File: src/design/pf_pkg.sv
package pf_pkg;

    localparam int WORD_W           = 16;   // video RAM data width
    localparam int ADDR_W           = 16;   // video RAM word address width
    localparam int COLOR_W          = 8;    // colour index width
    localparam int HRES_W           = 11;   // horizontal counter width

    localparam int OFFSCREEN_WIDTH  = 160;  // h counts ahead of visible pixel 0
    localparam int PIXELS_PER_GROUP = 8;    // pixels per fetch group

    localparam int ATTR_BACK_LSB    = 12;   // background nibble in attribute word
    localparam int ATTR_FORE_LSB    = 8;    // foreground nibble in attribute word

    typedef logic [WORD_W-1:0]  word_t;
    typedef logic [ADDR_W-1:0]  addr_t;
    typedef logic [COLOR_W-1:0] color_t;
    typedef logic [HRES_W-1:0]  hres_t;

    // h count where scan-out of pixel 0 begins (two cycles of pipeline ahead)
    localparam hres_t H_SCANOUT_BEGIN = hres_t'(OFFSCREEN_WIDTH - 2);

    typedef enum logic [1:0] {
        BPP_1_ATTR = 2'b00,                 // 1 word per group, fg/bg from attribute
        BPP_4      = 2'b01,                 // 2 words per group
        BPP_8      = 2'b10,                 // 4 words per group
        BPP_XX     = 2'b11                  // decoded as 8 bpp
    } bpp_depth_t;

    typedef enum logic [2:0] {
        FETCH_IDLE   = 3'd0,                // waiting for line fetch start
        FETCH_ADDR   = 3'd1,                // first address out, stalls on full buffer
        FETCH_WAIT   = 3'd2,                // second address out, RAM latency
        FETCH_READ_0 = 3'd3,                // word 0 in (attr too)
        FETCH_READ_1 = 3'd4,                // word 1 in
        FETCH_READ_2 = 3'd5,                // word 2 in
        FETCH_READ_3 = 3'd6                 // word 3 in
    } fetch_state_t;

endpackage

File: src/design/pf_words_if.sv
interface pf_words_if import pf_pkg::*; ();

    logic   words_ready;                    // one cycle strobe, previous group complete
    word_t  attr_word;                      // attribute word (1 bpp only)
    word_t  data_word0;
    word_t  data_word1;
    word_t  data_word2;
    word_t  data_word3;
    logic   buf_full;                       // shifter buffer holds unused pixels

    modport fetcher (
        output words_ready,
        output attr_word,
        output data_word0,
        output data_word1,
        output data_word2,
        output data_word3,
        input  buf_full
    );

    modport shifter (
        input  words_ready,
        input  attr_word,
        input  data_word0,
        input  data_word1,
        input  data_word2,
        input  data_word3,
        output buf_full
    );

endinterface

File: src/design/pf_fetch.sv
module pf_fetch import pf_pkg::*; (
    input  logic            clk,
    input  logic            reset_i,
    input  logic            mem_fetch_start_i,  // line fetch begins
    input  logic            end_of_line_i,
    input  logic            end_of_frame_i,
    input  word_t           vram_data_i,        // word at last cycle's address
    input  addr_t           pf_start_addr_i,    // frame start address
    input  word_t           pf_line_len_i,      // words added per display line
    input  bpp_depth_t      pf_bpp_i,
    input  logic [1:0]      pf_v_repeat_i,      // extra showings of each line
    output logic            vram_sel_o,
    output addr_t           vram_addr_o,
    pf_words_if.fetcher     words
);

    fetch_state_t   state;
    fetch_state_t   state_next;
    logic           issue;                      // put pf_addr on the bus this cycle
    addr_t          pf_addr;                    // next display word to read
    addr_t          line_start;                 // first word of current display line
    logic [1:0]     v_count;                    // vertical repeat countdown
    logic [1:0]     grp_count;                  // groups issued this line, saturates at 2
    logic           ready_q;

    // next state and read issue decode
    always_comb begin
        state_next = state;
        issue      = 1'b0;
        case (state)
            FETCH_IDLE: begin
                state_next = FETCH_IDLE;
            end
            FETCH_ADDR: begin
                // group 0 is picked up at scan-out start, so it never waits
                if (!words.buf_full || grp_count == 2'd0) begin
                    issue      = 1'b1;
                    state_next = FETCH_WAIT;
                end
            end
            FETCH_WAIT: begin
                issue      = (pf_bpp_i != BPP_1_ATTR);      // word 1 address
                state_next = FETCH_READ_0;
            end
            FETCH_READ_0: begin
                if (pf_bpp_i == BPP_1_ATTR) begin
                    state_next = FETCH_ADDR;                // single word group
                end else begin
                    issue      = (pf_bpp_i != BPP_4);       // word 2 address
                    state_next = FETCH_READ_1;
                end
            end
            FETCH_READ_1: begin
                if (pf_bpp_i == BPP_4) begin
                    state_next = FETCH_ADDR;
                end else begin
                    issue      = 1'b1;                      // word 3 address
                    state_next = FETCH_READ_2;
                end
            end
            FETCH_READ_2: state_next = FETCH_READ_3;
            FETCH_READ_3: state_next = FETCH_ADDR;
            default:      state_next = FETCH_IDLE;
        endcase
    end

    always_ff @(posedge clk) begin
        if (reset_i) begin
            state       <= FETCH_IDLE;
            vram_sel_o  <= 1'b0;
            vram_addr_o <= '0;
            pf_addr     <= '0;
            line_start  <= '0;
            v_count     <= '0;
            grp_count   <= '0;
            ready_q     <= 1'b0;
        end else begin
            state      <= state_next;
            vram_sel_o <= issue;
            ready_q    <= 1'b0;
            if (issue) begin
                vram_addr_o <= pf_addr;
                pf_addr     <= pf_addr + 1'b1;
            end
            if (issue && state == FETCH_ADDR) begin
                ready_q <= (grp_count == 2'd2);         // strobe previous group from group 2 on
                if (grp_count != 2'd2) begin
                    grp_count <= grp_count + 1'b1;
                end
            end

            if (mem_fetch_start_i) begin
                state     <= FETCH_ADDR;
                pf_addr   <= line_start;
                grp_count <= '0;
            end

            if (end_of_line_i) begin
                state      <= FETCH_IDLE;
                vram_sel_o <= 1'b0;                     // drop any read in flight
                pf_addr    <= line_start;
                if (v_count != 2'd0) begin
                    v_count <= v_count - 1'b1;          // show same row again
                end else begin
                    v_count    <= pf_v_repeat_i;
                    line_start <= line_start + pf_line_len_i;
                end
            end

            if (end_of_frame_i) begin
                pf_addr    <= pf_start_addr_i;
                line_start <= pf_start_addr_i;
                v_count    <= pf_v_repeat_i;
            end
        end
    end

    // words captured one cycle behind each address
    always_ff @(posedge clk) begin
        case (state)
            FETCH_READ_0: begin
                words.data_word0 <= vram_data_i;
                words.attr_word  <= vram_data_i;        // 1 bpp word doubles as attribute
            end
            FETCH_READ_1: words.data_word1 <= vram_data_i;
            FETCH_READ_2: words.data_word2 <= vram_data_i;
            FETCH_READ_3: words.data_word3 <= vram_data_i;
            default: ;
        endcase
    end

    assign words.words_ready = ready_q;

    // registered select must be cleared by the time the FSM idles
    a_no_sel_idle: assert property (@(posedge clk) disable iff (reset_i)
        state == FETCH_IDLE |-> !vram_sel_o);

    // a strobe never lands on a shifter buffer that is still full
    a_ready_room: assert property (@(posedge clk) disable iff (reset_i)
        words.words_ready |-> !words.buf_full);

endmodule

File: src/design/pf_hscan.sv
module pf_hscan import pf_pkg::*; (
    input  logic        clk,
    input  logic        reset_i,
    input  logic        mem_fetch_i,        // line has display fetch
    input  logic        end_of_line_i,
    input  hres_t       h_count_i,
    input  hres_t       vid_left_i,         // leftmost visible pixel
    input  hres_t       vid_right_i,        // right edge +1
    input  logic [1:0]  pf_h_repeat_i,      // extra cycles per pixel
    output logic        scan_active_o,
    output logic        load_first_o,
    output logic        advance_o
);

    hres_t          start_hcount;           // latched scan-out begin
    hres_t          end_hcount;             // latched scan-out end
    logic           scan_q;
    logic [1:0]     h_count_rep;            // horizontal repeat countdown
    logic           scan_end;

    assign load_first_o  = (h_count_i == start_hcount) && mem_fetch_i;
    assign scan_end      = (h_count_i >= end_hcount);
    // drops in the end cycle so border shows right after
    assign scan_active_o = scan_q && !scan_end && !end_of_line_i;
    assign advance_o     = scan_active_o && (h_count_rep == 2'd0);

    always_ff @(posedge clk) begin
        if (reset_i) begin
            start_hcount <= H_SCANOUT_BEGIN;
            end_hcount   <= H_SCANOUT_BEGIN;
            scan_q       <= 1'b0;
            h_count_rep  <= '0;
        end else begin
            if (scan_active_o) begin
                if (h_count_rep == 2'd0) begin
                    h_count_rep <= pf_h_repeat_i;   // wrap to the next pixel
                end else begin
                    h_count_rep <= h_count_rep - 1'b1;
                end
            end else begin
                scan_q <= 1'b0;
            end
            if (load_first_o) begin
                scan_q      <= 1'b1;
                h_count_rep <= pf_h_repeat_i;
            end
            if (end_of_line_i) begin
                scan_q       <= 1'b0;
                start_hcount <= H_SCANOUT_BEGIN + vid_left_i;   // edges take effect next line
                end_hcount   <= H_SCANOUT_BEGIN + vid_right_i;
            end
        end
    end

    // pixel steps fall strictly inside the latched window
    a_adv_window: assert property (@(posedge clk) disable iff (reset_i)
        advance_o |-> (h_count_i > start_hcount) && (h_count_i < end_hcount));

endmodule

File: src/design/pf_pixel_shift.sv
module pf_pixel_shift import pf_pkg::*; (
    input  logic        clk,
    input  logic        reset_i,
    input  logic        scan_active_i,
    input  logic        load_first_i,       // scan-out start
    input  logic        advance_i,          // step to next pixel
    input  bpp_depth_t  pf_bpp_i,
    input  color_t      border_color_i,
    input  color_t      pf_colorbase_i,     // XORed onto every index
    output color_t      pf_color_index_o,
    pf_words_if.shifter words
);

    logic [63:0]    pix_buf;                // next 8 pixels
    logic [63:0]    pixels;                 // pixels shifting out, MSB byte shown
    logic           buf_full_q;
    logic [2:0]     col;                    // pixel column within group
    logic           was_active;

    // expand one fetch group into 8 indices, first pixel in top byte
    function automatic logic [63:0] expand(input bpp_depth_t bpp, input word_t attr,
                                           input word_t w0, input word_t w1,
                                           input word_t w2, input word_t w3);
        logic [63:0] px;
        px = '0;
        case (bpp)
            BPP_1_ATTR: begin
                for (int i = 0; i < PIXELS_PER_GROUP; i++) begin
                    px[63-8*i -: 8] = {4'h0, w0[7-i] ? attr[ATTR_FORE_LSB +: 4]
                                                     : attr[ATTR_BACK_LSB +: 4]};
                end
            end
            BPP_4: begin
                for (int i = 0; i < 4; i++) begin
                    px[63-8*i -: 8]  = {4'h0, w0[15-4*i -: 4]};
                    px[31-8*i -: 8]  = {4'h0, w1[15-4*i -: 4]};
                end
            end
            default: px = {w0, w1, w2, w3};     // 8 bpp, high byte first
        endcase
        return px;
    endfunction

    always_ff @(posedge clk) begin
        if (words.words_ready) begin
            pix_buf <= expand(pf_bpp_i, words.attr_word, words.data_word0,
                              words.data_word1, words.data_word2, words.data_word3);
        end
    end

    always_ff @(posedge clk) begin
        if (reset_i) begin
            pixels     <= '0;
            buf_full_q <= 1'b0;
            col        <= '0;
            was_active <= 1'b0;
        end else begin
            was_active <= scan_active_i;
            if (words.words_ready || !scan_active_i) begin
                buf_full_q <= 1'b1;             // outside scan-out this holds off the fetcher
            end
            if (advance_i) begin
                col <= col + 1'b1;
                if (col == 3'(PIXELS_PER_GROUP - 1)) begin
                    pixels     <= pix_buf;      // eighth step, next group
                    buf_full_q <= 1'b0;
                end else begin
                    pixels <= {pixels[55:0], border_color_i};
                end
            end
            if (load_first_i) begin
                // group 0 straight from the fetched words
                pixels     <= expand(pf_bpp_i, words.attr_word, words.data_word0,
                                     words.data_word1, words.data_word2, words.data_word3);
                col        <= '0;
                buf_full_q <= 1'b0;
            end
            if (was_active && !scan_active_i) begin
                pixels[63:56] <= border_color_i;    // scan-out over
            end
        end
    end

    // lets group 1 issue in the start cycle itself
    assign words.buf_full   = buf_full_q && !load_first_i;
    assign pf_color_index_o = pixels[63:56] ^ pf_colorbase_i;

    // fetcher never overruns a buffer still waiting for its eighth step
    a_no_overrun: assert property (@(posedge clk) disable iff (reset_i)
        words.words_ready && scan_active_i |-> !buf_full_q);

endmodule

File: src/design/video_playfield.sv
module video_playfield import pf_pkg::*; (
    input  logic        clk,
    input  logic        reset_i,
    // video timing
    input  hres_t       h_count_i,
    input  logic        mem_fetch_i,
    input  logic        mem_fetch_start_i,
    input  logic        end_of_line_i,
    input  logic        end_of_frame_i,
    input  color_t      border_color_i,
    input  hres_t       vid_left_i,
    input  hres_t       vid_right_i,
    // playfield controls
    input  addr_t       pf_start_addr_i,
    input  word_t       pf_line_len_i,
    input  color_t      pf_colorbase_i,
    input  bpp_depth_t  pf_bpp_i,
    input  logic [1:0]  pf_h_repeat_i,
    input  logic [1:0]  pf_v_repeat_i,
    // video RAM
    output logic        vram_sel_o,
    output addr_t       vram_addr_o,
    input  word_t       vram_data_i,
    output color_t      pf_color_index_o
);

    logic   scan_active;
    logic   load_first;
    logic   advance;

    pf_words_if words_if_i ();

    pf_fetch pf_fetch_i (
        .clk               (clk),
        .reset_i           (reset_i),
        .mem_fetch_start_i (mem_fetch_start_i),
        .end_of_line_i     (end_of_line_i),
        .end_of_frame_i    (end_of_frame_i),
        .vram_data_i       (vram_data_i),
        .pf_start_addr_i   (pf_start_addr_i),
        .pf_line_len_i     (pf_line_len_i),
        .pf_bpp_i          (pf_bpp_i),
        .pf_v_repeat_i     (pf_v_repeat_i),
        .vram_sel_o        (vram_sel_o),
        .vram_addr_o       (vram_addr_o),
        .words             (words_if_i.fetcher)
    );

    pf_hscan pf_hscan_i (
        .clk           (clk),
        .reset_i       (reset_i),
        .mem_fetch_i   (mem_fetch_i),
        .end_of_line_i (end_of_line_i),
        .h_count_i     (h_count_i),
        .vid_left_i    (vid_left_i),
        .vid_right_i   (vid_right_i),
        .pf_h_repeat_i (pf_h_repeat_i),
        .scan_active_o (scan_active),
        .load_first_o  (load_first),
        .advance_o     (advance)
    );

    pf_pixel_shift pf_pixel_shift_i (
        .clk              (clk),
        .reset_i          (reset_i),
        .scan_active_i    (scan_active),
        .load_first_i     (load_first),
        .advance_i        (advance),
        .pf_bpp_i         (pf_bpp_i),
        .border_color_i   (border_color_i),
        .pf_colorbase_i   (pf_colorbase_i),
        .pf_color_index_o (pf_color_index_o),
        .words            (words_if_i.shifter)
    );

endmodule

File: config.mk
export PLATFORM = sky130hd
export DESIGN_NAME = video_playfield
export DESIGN_NICKNAME = d
export VERILOG_FILES = /design/src/design/pf_pkg.sv /design/src/design/pf_words_if.sv /design/src/design/pf_fetch.sv /design/src/design/pf_hscan.sv /design/src/design/pf_pixel_shift.sv /design/src/design/video_playfield.sv
export SDC_FILE = /design/constraint.sdc
export NUM_CORES = 1
export LEC_CHECK = 0
export CORE_AREA = 8 8 219 221
export CTS_CLUSTER_DIAMETER = 60
export DETAILED_ROUTE_END_ITERATION = 8
export DIE_AREA = 0 0 227 229
export DONT_BUFFER_PORTS = 1
export PLACE_DENSITY = 0.53
export SLEW_MARGIN = 20
export SYNTH_ARGS = -nofsm -noshare
export SYNTH_HDL_FRONTEND = slang
export SYNTH_SLANG_ARGS = --single-unit
File: constraint.sdc
create_clock -name clk -period 3.3 [get_ports clk]
set_clock_uncertainty 0.15 [all_clocks]
set_input_delay 0.66 -clock clk [delete_from_list [all_inputs] [get_ports clk]]
set_output_delay 0.66 -clock clk [all_outputs]
set_load 0.02 [all_outputs]
Yosys cells after proc, flatten, opt, wreduce, memory -nomap -nowiden
Cells that the tools add are included.
{"block": "word_totals", "elab_cells": 121, "register_bits": 279}
{"block": "classes", "add_sub_neg": 8, "bitwise_logic": 2, "mux": 40, "n_lt_le_gt_ge": 1, "reduce_logical": 31, "n_eq_ne": 16}
{"cell": "two-way mux 64 bit", "count": 3}
{"cell": "one-hot mux 64 bit (2 select lines)", "count": 1}
{"cell": "two-way mux 16 bit", "count": 7}
{"cell": "two-way mux 4 bit", "count": 8}
{"cell": "adder 8 x 11 -> 11 bit, first input constant", "count": 2}
{"cell": "one-hot mux 3 bit (6 select lines)", "count": 1}
{"cell": "adder 16 x 1 -> 16 bit, second input constant", "count": 1}
{"cell": "adder 16 bit", "count": 1}
{"cell": "equality test 3 bit, second input constant", "count": 4}
{"cell": "two-way mux 2 bit", "count": 6}
{"cell": "equality test 11 bit", "count": 1}
{"cell": "greater-or-equal comparator 11 bit", "count": 1}
{"cell": "nonzero test 2 bit", "count": 5}
{"cell": "two-way mux 1 bit", "count": 9}
{"cell": "two-way mux 3 bit", "count": 3}
{"cell": "two-way mux 8 bit", "count": 1}
{"cell": "OR reduction 2 bit", "count": 4}
{"cell": "bitwise XOR 8 bit", "count": 1}
{"cell": "logical AND 1 bit", "count": 7}
{"cell": "equality test 3 x 2 -> 1 bit, second input constant", "count": 2}
{"cell": "logical NOT 2 bit", "count": 3}
{"cell": "inequality test 2 x 1 -> 1 bit, second input constant", "count": 3}
{"cell": "logical NOT 1 bit", "count": 5}
{"cell": "inequality test 2 bit, second input constant", "count": 2}
{"cell": "14 further kinds", "count": 17}

Logic depth before layout (Yosys ltp)
Gate-level depths: netlist of run 1.
{"block": "logic_depth", "word_depth": 12, "ltp_mapped": 11, "ltp_nobuf": 9}

Cells and area by module
A second synthesis of run 1 with hierarchy kept.
{"block": "hier_totals", "cells_unflattened": 1403, "hier_area_um2": 14446.4}
{"module": "pf_pixel_shift", "area_each_um2": 7103.1, "instances": 1, "cells_per_inst": 654}
{"module": "pf_fetch", "area_each_um2": 5719.2, "instances": 1, "cells_per_inst": 551}
{"module": "pf_hscan", "area_each_um2": 1624.1, "instances": 1, "cells_per_inst": 198}

Worst setup path before layout of run 1
OpenSTA, ideal clock, no wires.
{"block": "synth_path", "path_kind": "input port to flip-flop", "start": "input port h_count_i[6]", "end": "register pf_pixel_shift_i.pixels[23]", "setup_time_ps": 118, "t_required_ps": 3032, "t_arrival_ps": 2392, "n_path_buf": 3, "setup_slack_ps": 640, "cell_stages": 10, "cell_sequence": "ha_1 > a211oi_1 > nor2_1 > nor4b_2 > a31o_2 > buf_2 > buf_4 > buf_6 > mux2i_1 > o2bb2ai_1"}
{"block": "synth_via", "elab_chain_len": 6, "word_cells_on_any_way": 9, "cone_classes": "order compare: 1; eq/ne: 1; mux: 1; reduce/logical: 6"}
{"item": "start, declared", "line_no": "video_playfield.sv:5", "rtl": "input hres_t h_count_i,"}
{"item": "greater-or-equal comparator 11 bit", "line_no": "pf_hscan.sv:22", "rtl": "assign scan_end = (h_count_i >= end_hcount);"}
{"item": "logical NOT 1 bit", "line_no": "pf_hscan.sv:24", "rtl": "assign scan_active_o = scan_q && !scan_end && !end_of_line_i;"}
{"item": "logical AND 1 bit (2 in series)", "line_no": "pf_hscan.sv:24"}
{"item": "logical AND 1 bit", "line_no": "pf_hscan.sv:25", "rtl": "assign advance_o = scan_active_o && (h_count_rep == 2'd0);"}
{"item": "nonzero test 2 bit (no source line)"}
{"item": "end signal, assigned", "line_no": "pf_pixel_shift.sv:65", "rtl": "pixels <= pix_buf;"}
{"item": "end signal, assigned", "line_no": "pf_pixel_shift.sv:68", "rtl": "pixels <= {pixels[55:0], border_color_i};"}
{"item": "end signal, assigned", "line_no": "pf_pixel_shift.sv:73", "rtl": "pixels <= expand(pf_bpp_i, words.attr_word, words.data_word0,"}
{"item": "end, declared", "line_no": "pf_pixel_shift.sv:15", "rtl": "logic [63:0] pixels;"}
Several ways; a longest one is shown, not always the timed one.
A chain may end at the register's enable or synchronous reset.

Worst setup path in the final report of run 1
{"block": "layout_path", "start": "register pf_hscan_i.end_hcount[6]", "end": "register pf_pixel_shift_i.pixels[37]"}
{"block": "layout_via", "elab_chain_len": 6}
{"item": "start, declared", "line_no": "pf_hscan.sv:16", "rtl": "hres_t end_hcount;"}
{"item": "start signal, assigned", "line_no": "pf_hscan.sv:50", "rtl": "end_hcount <= H_SCANOUT_BEGIN + vid_right_i;"}
{"item": "greater-or-equal comparator 11 bit", "line_no": "pf_hscan.sv:22"}
{"item": "logical NOT 1 bit", "line_no": "pf_hscan.sv:24"}
{"item": "logical AND 1 bit (2 in series)", "line_no": "pf_hscan.sv:24"}
{"item": "logical AND 1 bit", "line_no": "pf_hscan.sv:25"}
{"item": "nonzero test 2 bit (no source line)"}
No other way between the ends.

==> results of run 1 <==
[metal layers]
layer	wire (microns)	part of all wire [%]
met5	13	0.035
met4	939	2.5
met3	2650	7.1
met2	17200	46
met1	16800	45
[placed cells by master, fill, tap and decap left out, types with 32 or more instances in the layout]
cell / n
inv_1: 35
mux2i_1: 122
mux2_2: 73
o21ai_0: 107
dfxtp_1: 150
a21oi_1: 70
and2_1: 34
clkbuf_16: 35
edfxtp_1: 128
ha_1: 32
nor2_1: 107
nand2_1: 134
[sequential cells by signal, indices dropped and copies added, names as in the netlist, 3 cells and up]
signal	flops
pf_pixel_shift_i.pix_buf	64
pf_pixel_shift_i.pixels	64
pf_fetch_i.line_start	16
pf_fetch_i.pf_addr	16
pf_fetch_i.vram_addr_o	16
pf_fetch_i.words.attr_word	16
pf_fetch_i.words.data_word1	16
pf_fetch_i.words.data_word2	16
pf_fetch_i.words.data_word3	16
pf_hscan_i.end_hcount	11
pf_hscan_i.start_hcount	11
pf_fetch_i.state	3
pf_pixel_shift_i.col	3
[Yosys cell counts (all sizes together) (5+ instances only)]
cell type    n
a21oi       71
nor3b        9
o21ai      107
edfxtp     128
nand2      135
nor4         6
nor3        16
nand3b       5
nor2       107
nand4       10
or3          6
mux2i      122
o31ai        8
and2        34
mux2        73
clkbuf      66
a221oi       8
o211ai       9
inv         35
nand3       26
xor2        24
xnor2       27
o2bb2ai     16
buf         28
ha          33
dfxtp      151
a211oi      18
nand2b      10
a211o        9
nor2b        8
[cell type report]
class / instances / area (sq um) / share of cell area, %
flip-flops and latches: 279 / 6870 / 43.4
well taps: 600 / 751 / 4.75
inverters: 36 / 135 / 0.855
clock inverters: 19 / 209 / 1.32
repair buffers: 21 / 208 / 1.31
clock buffers: 45 / 963 / 6.09
multi-input cells: 966 / 6680 / 42.2
[worst max-delay path, stage by stage (launching register included)]
cell	delay (ns)
dfxtp_1	0.33
inv_1	0.05
ha_1	0.29
a211oi_1	0.21
nor2_1	0.09
nor4b_2	0.35
a31o_4	0.26
buf_12	0.27
mux2i_1	0.22
o21ai_0	0.10
[cells by family after synthesis]
family / Yosys count
buffers and inverters: 130
adders and majority gates: 34
and+or+nand+nor: 392
xor gates and xnor gates: 51
muxes: 195
DFF: 279
AOI/OAI and AO/OA: 294
[power by group]
| group | internal, mW | total [mW] | switching (mW) |
|---|---|---|---|
| combinational | 0.242 | 0.549 | 0.307 |
| sequential | 3.67 | 3.74 | 0.0676 |
| clock | 2.27 | 3.86 | 1.59 |
[through the flow]
step           hold WS [ns]  cells  setup WS, ns
6_report             0.0400   1966         0.807
3_5_place_dp          0.315   1902         0.500
4_1_cts              0.0161   1966         0.787
5_1_grt              0.0239   1966         0.518
2_1_floorplan         0.294   1375         0.640
3_3_place_gp          0.312   1902         0.528
[final timing paths]
kind | endpoint | slack, ns
worst max-delay path | pf_pixel_shift_i.pixels[37]$_SDFFE_PP0P_ | 0.81
worst min-delay path | pf_hscan_i.start_hcount[10]$_SDFFE_PP0P_ | 0.04
worst max register to register | pf_pixel_shift_i.pixels[37]$_SDFFE_PP0P_ | 0.81
worst min register to register | pf_hscan_i.end_hcount[2]$_SDFFE_PP1P_ | 0.32
==> metrics.yaml, run 1 <==
holdCritStartpoint: "reset_i"
status: "finished, final reports clean"
gp_congestion: 0.796
min_period_over_period_pct: 75.5
path_class: "reg2reg"
powerDensity_nw_per_um2: 515
firstDrtPassIters: 5
min_period_ns: 2.49
yosys.area_share.adder_pct: 3.08
critPathCaptureType: "flip-flop"
area_growth_pct: 12.6
grt_util_all_layers_pct: 14.1
vdd_drop_max_v: 0.000308
htreeDepth: 2
io_pins: 134
cts_num_sinks: 279
synthArstFlopShare_pct: 0
nFillCells: 4569
antenna_cells: 0
die_width_microns: 227
startpoint_type: "flip-flop"
dpl-instance-area_sq_um: 14600
finalInstanceArea_sq_um: 15800
ys_seq_area_share_pct: 48.9
synth.top_cell.area_share_pct: 27.4
hold_viol: 0
synthMuxAreaShare_pct: 14.5
vias: 10000
grt_pass1_wl_mm: 58.5
gr-total-overflow: 0
cts_buffer_depth: 3
met3_usage_pct: 4.35
post-cts-setup-buffers: 0
ys_top_cells_by_area: "edfxtp_1 27%, dfxtp_1 22%, mux2i_1 8.7%, mux2_2 5.9%, o21ai_0 3.8%"
r2r_cells: 9
die_height_microns: 229
initial_core_util_pct: 31.4
syn_area_sq_um: 14000
ant_nets: 0
startpoint: "pf_hscan_i.end_hcount[6]$_SDFFE_PP0P_"
hold_class: "in2reg"
syn_avg_cell_area_sq_um: 10.2
clk_transition_reported_paths_ns: 0.06
cts_tree: "done"
max_freq_ghz: 0.401
r2r-start: "pf_hscan_i.end_hcount[6]$_SDFFE_PP0P_"
ys_warn_count: 0
grtUsageMet2_pct: 22.4
rsz0062_at_grt: "no"
cts_root_buf: "clkbuf_16"
antenna_found_initial: 2
worst_pin_slew_ns: 0.727
post_cts_resized: 0
slew_headroom_pct: 51.1
via_per_inst: 5.10
insertion_delay_ns: 0.55
arrival_ns: 2.73
synthCells: 1375
wl_per_cell_microns: 19.1
dp_hpwl_mm: 25.6
synth_xor_area_share_pct: 3.18
power_mw: 8.14
grt_max_degree: 95
core-area_sq_um: 44700
ys_types: 72
synth_top_family_by_area: "multiplexers"
ys_ff_latch: 279
cp_data_required_time_ns: 3.54
min_path_cells: 1
grt.busiest_layer: "met2"
nets: 1482
drive_above_1_share_pct: 12.3
synth-simple-area-share_pct: 13.4
synth_ff_type: "dfxtp_1"
synth_edf_count: 128
grt_pass1_vias: 9853
row_count: 78
cts.hold.buffers_added: 0
leakagePower_nw: 5.56
drtIter0Drc: 511
syn-num-nets: 1518
portBuffers: 0
setup_viol: 0
cp_max_fo: 36
cts_made_buffers: 35
wirelength_mm: 37.5
finalSetupTns_ns: 0
synth_top_area_cell: "edfxtp_1"
dieArea_sq_um: 52000
grt_use_met1_pct: 18.3
drc: 0
drv_cap: 0
slew_violations: 0
final_util_pct: 35.4
synth_compound_area_share_pct: 13.1
(Power assumes the default switching activity.)
==> run 2, diff against run 1 <==
- clock period: 3.3 -> 2.58 ns (I/O delays scaled with it)
==> run 2 against run 1 <==
Compared with the run above: maximum frequency grew 4.0%; register-to-register slack lost 0.63 ns; first-iteration DRC count shrank 3.5%; critical path depth is the same; sequential share of layout area shrank 1.2 points; worst hold slack lost 0.018 ns; worst setup slack lost 0.63 ns; die area is the same; count of clock-buffer cells in the layout grew 1; combinational power grew 47%; critical path type unchanged; largest cell class unchanged; largest power group unchanged.
==> metrics.yaml, run 2 (synthesized netlist as in run 1, its figures left out) <==
r2r-end: "pf_pixel_shift_i.pixels[63]$_SDFFE_PP0P_"  # was pf_pixel_shift_i.pixels[37]$_SDFFE_PP0P_
wirelength_mm: 38.0  # was 37.5 mm
post-cts-setup-buffers: 0  # unchanged
final_common_cell: "dfxtp_1"  # unchanged
drc: 0  # unchanged
multiInputGateArea_sq_um: 6690  # was 6680 sq um
dpl-instance-area_sq_um: 14800  # was 14600 sq um
pwr-share-comb_pct: 7.8  # was 6.7%
rsz0062_at_grt: "no"  # unchanged
largest_registers: "pf_pixel_shift_i.pix_buf: 64 flops, pf_pixel_shift_i.pixels: 64 flops"  # unchanged
r2r_cells: 9  # unchanged
max_freq_ghz: 0.417  # was 0.401 GHz
area_growth_pct: 15.8  # was 12.6%
worst_pin_slew_ns: 0.715  # was 0.727 ns
firstDrtPassIters: 5  # unchanged
initial_core_util_pct: 31.4  # unchanged
register_area_sq_um: 6870  # unchanged
antenna_found_initial: 1  # was 2
die_width_microns: 227  # unchanged
gr-total-overflow: 0  # unchanged
io_pins: 134  # unchanged
nFillCells: 4501  # was 4569
cts_buffer_depth: 3  # unchanged
min_period_over_period_pct: 93.0  # was 75.5%
slew_violations: 0  # unchanged
vdd_drop_max_v: 0.000422  # was 0.000308 V
hold_class: "in2reg"  # unchanged
rrSetupSlack_ns: 0.18  # was 0.81 ns
row_count: 78  # unchanged
htreeDepth: 2  # unchanged
cts_made_buffers: 34  # was 35
dieArea_sq_um: 52000  # unchanged
clk_transition_reported_paths_ns: 0.06  # about the same
cp_max_fo: 8  # was 36
status: "finished, final reports clean"  # unchanged
grt_util_all_layers_pct: 14.3  # was 14.1%
layout_common_cells: "150 x dfxtp_1, 134 x nand2_1, 128 x edfxtp_1"  # unchanged
dp_hpwl_mm: 25.9  # was 25.6 mm
drv_cap: 0  # unchanged
drive_above_1_share_pct: 12.7  # was 12.3%
ant_nets: 0  # unchanged
leakagePower_nw: 5.77  # was 5.56 nW
finalInstanceArea_sq_um: 16300  # was 15800 sq um
vias: 10100  # was 10000
drtIter0Drc: 493  # was 511
cts_num_sinks: 279  # unchanged
slew_headroom_pct: 52.1  # was 51.1%
insertion_delay_ns: 0.52  # was 0.55 ns
wl_per_cell_microns: 18.9  # was 19.1 microns
dp_cells: 1916  # was 1902
gp_congestion: 0.838  # was 0.796
setup_viol: 0  # unchanged
grt_pass1_wl_mm: 59.2  # was 58.5 mm
nets: 1527  # was 1482
powerDensity_nw_per_um2: 639  # was 515 nW/um^2
startpoint: "pf_hscan_i.end_hcount[6]$_SDFFE_PP0P_"  # unchanged
cts_tree: "done"  # unchanged
arrival_ns: 2.68  # was 2.73 ns
startpoint_type: "flip-flop"  # unchanged
portBuffers: 0  # unchanged
internal_power_mw: 7.95  # was 6.18 mW
path_class: "reg2reg"  # unchanged
die_height_microns: 229  # unchanged
min_period_ns: 2.40  # was 2.49 ns
grt_pass1_vias: 9952  # was 9853
power.share.sequential_pct: 46.0  # was 45.9%
power.switching_mw: 2.44  # was 1.96 mW
fin_cells: 2012  # was 1966
critPathCaptureType: "flip-flop"  # unchanged
hold_viol: 0  # unchanged
p_clk_share_pct: 46.2  # was 47.4%
r2r-start: "pf_hscan_i.end_hcount[6]$_SDFFE_PP0P_"  # unchanged
crit_path_end: "pf_pixel_shift_i.pixels[63]$_SDFFE_PP0P_"  # was pf_pixel_shift_i.pixels[37]$_SDFFE_PP0P_
core-area_sq_um: 44700  # unchanged
via_per_inst: 5.04  # was 5.10
grt_max_degree: 95  # unchanged
cp_data_required_time_ns: 2.86  # was 3.54 ns
p_sw_share_pct: 23.5  # was 24.1%
cts_root_buf: "clkbuf_16"  # unchanged
## run 2: power by group through the flow
stage | Sequential [mW] | Combinational [mW] | Clock, mW
3_3_place_gp | 4.87 | 0.712 | 0
6_report | 4.78 | 0.807 | 4.80
3_5_place_dp | 4.88 | 0.724 | 0
2_1_floorplan | 4.84 | 0.625 | 0
5_1_grt | 4.79 | 0.908 | 5.07
4_1_cts | 4.78 | 0.811 | 4.91
## run 2: layout make-up
class / count / area share, %
inverter: 36 / 0.831
clock buffer: 46 / 5.82
tap: 600 / 4.62
clock inverter: 15 / 1.02
multi-input combinational: 966 / 41.1
timing repair buffer: 67 / 4.31
antenna: 3 / 0.0462
sequential: 279 / 42.2
## run 2: per-stage QoR
| step | hold WS (ns) | total power, mW | setup TNS (ns) | setup slack [ns] | utilization [%] |
|---|---|---|---|---|---|
| 3_5_place_dp | 0.324 | 5.60 | -0.00443 | -0.00443 | 33.1 |
| 4_1_cts | 0.000961 | 10.5 | 0 | 0.122 | 36.3 |
| 6_report | 0.0216 | 10.4 | 0 | 0.182 | 36.4 |
| 2_1_floorplan | 0.294 | 5.47 | 0 | 0.0642 | - |
| 5_1_grt | 0.0117 | 10.8 | 0 | 0.00102 | 36.4 |
| 3_3_place_gp | 0.311 | 5.59 | 0 | 0.0261 | 33.1 |
## run 2: worst min path at each step
| stage | from | endpoint | depth (start not counted) |
|---|---|---|---|
| floorplan | pf_hscan_i.end_hcount[1]$_SDFFE_PP1P_ | pf_hscan_i.end_hcount[1]$_SDFFE_PP1P_ | 2 |
| global placement | pf_hscan_i.end_hcount[4]$_SDFFE_PP1P_ | pf_hscan_i.end_hcount[4]$_SDFFE_PP1P_ | 2 |
| detailed placement | pf_hscan_i.end_hcount[6]$_SDFFE_PP0P_ | pf_hscan_i.end_hcount[6]$_SDFFE_PP0P_ | 2 |
| CTS | end_of_line_i | pf_hscan_i.start_hcount[5]$_SDFFE_PP0P_ | 2 |
| global route | border_color_i[5] | pf_pixel_shift_i.pixels[61]$_SDFFE_PP0P_ | 2 |
| finish | border_color_i[4] | pf_pixel_shift_i.pixels[60]$_SDFFE_PP0P_ | 2 |
## run 2: metal layers
layer  wire [microns]  global-route usage, %  vias up
li1                 -                      -     5021
met1            17500                   19.1     4863
met2            17500                   22.8      208
met3             2330                   3.45       50
met4              721                   3.59        0
met5                0                      0        -
## run 2: worst max-delay path: stages (launching register included)
cell and delay (ns):
dfxtp_1 0.33, inv_1 0.05, ha_1 0.28, a211oi_1 0.22
nor2_1 0.09, nor4b_2 0.30, buf_4 0.17, a21oi_1 0.07
or2_2 0.42, o211ai_1 0.23
## run 2: repair_timing
action | CTS | global route
gates resized for setup | 0 | 1
hold buffers | 32 | 0
hold endpoints to repair | 125 | 0
setup endpoints to repair | 0 | 13
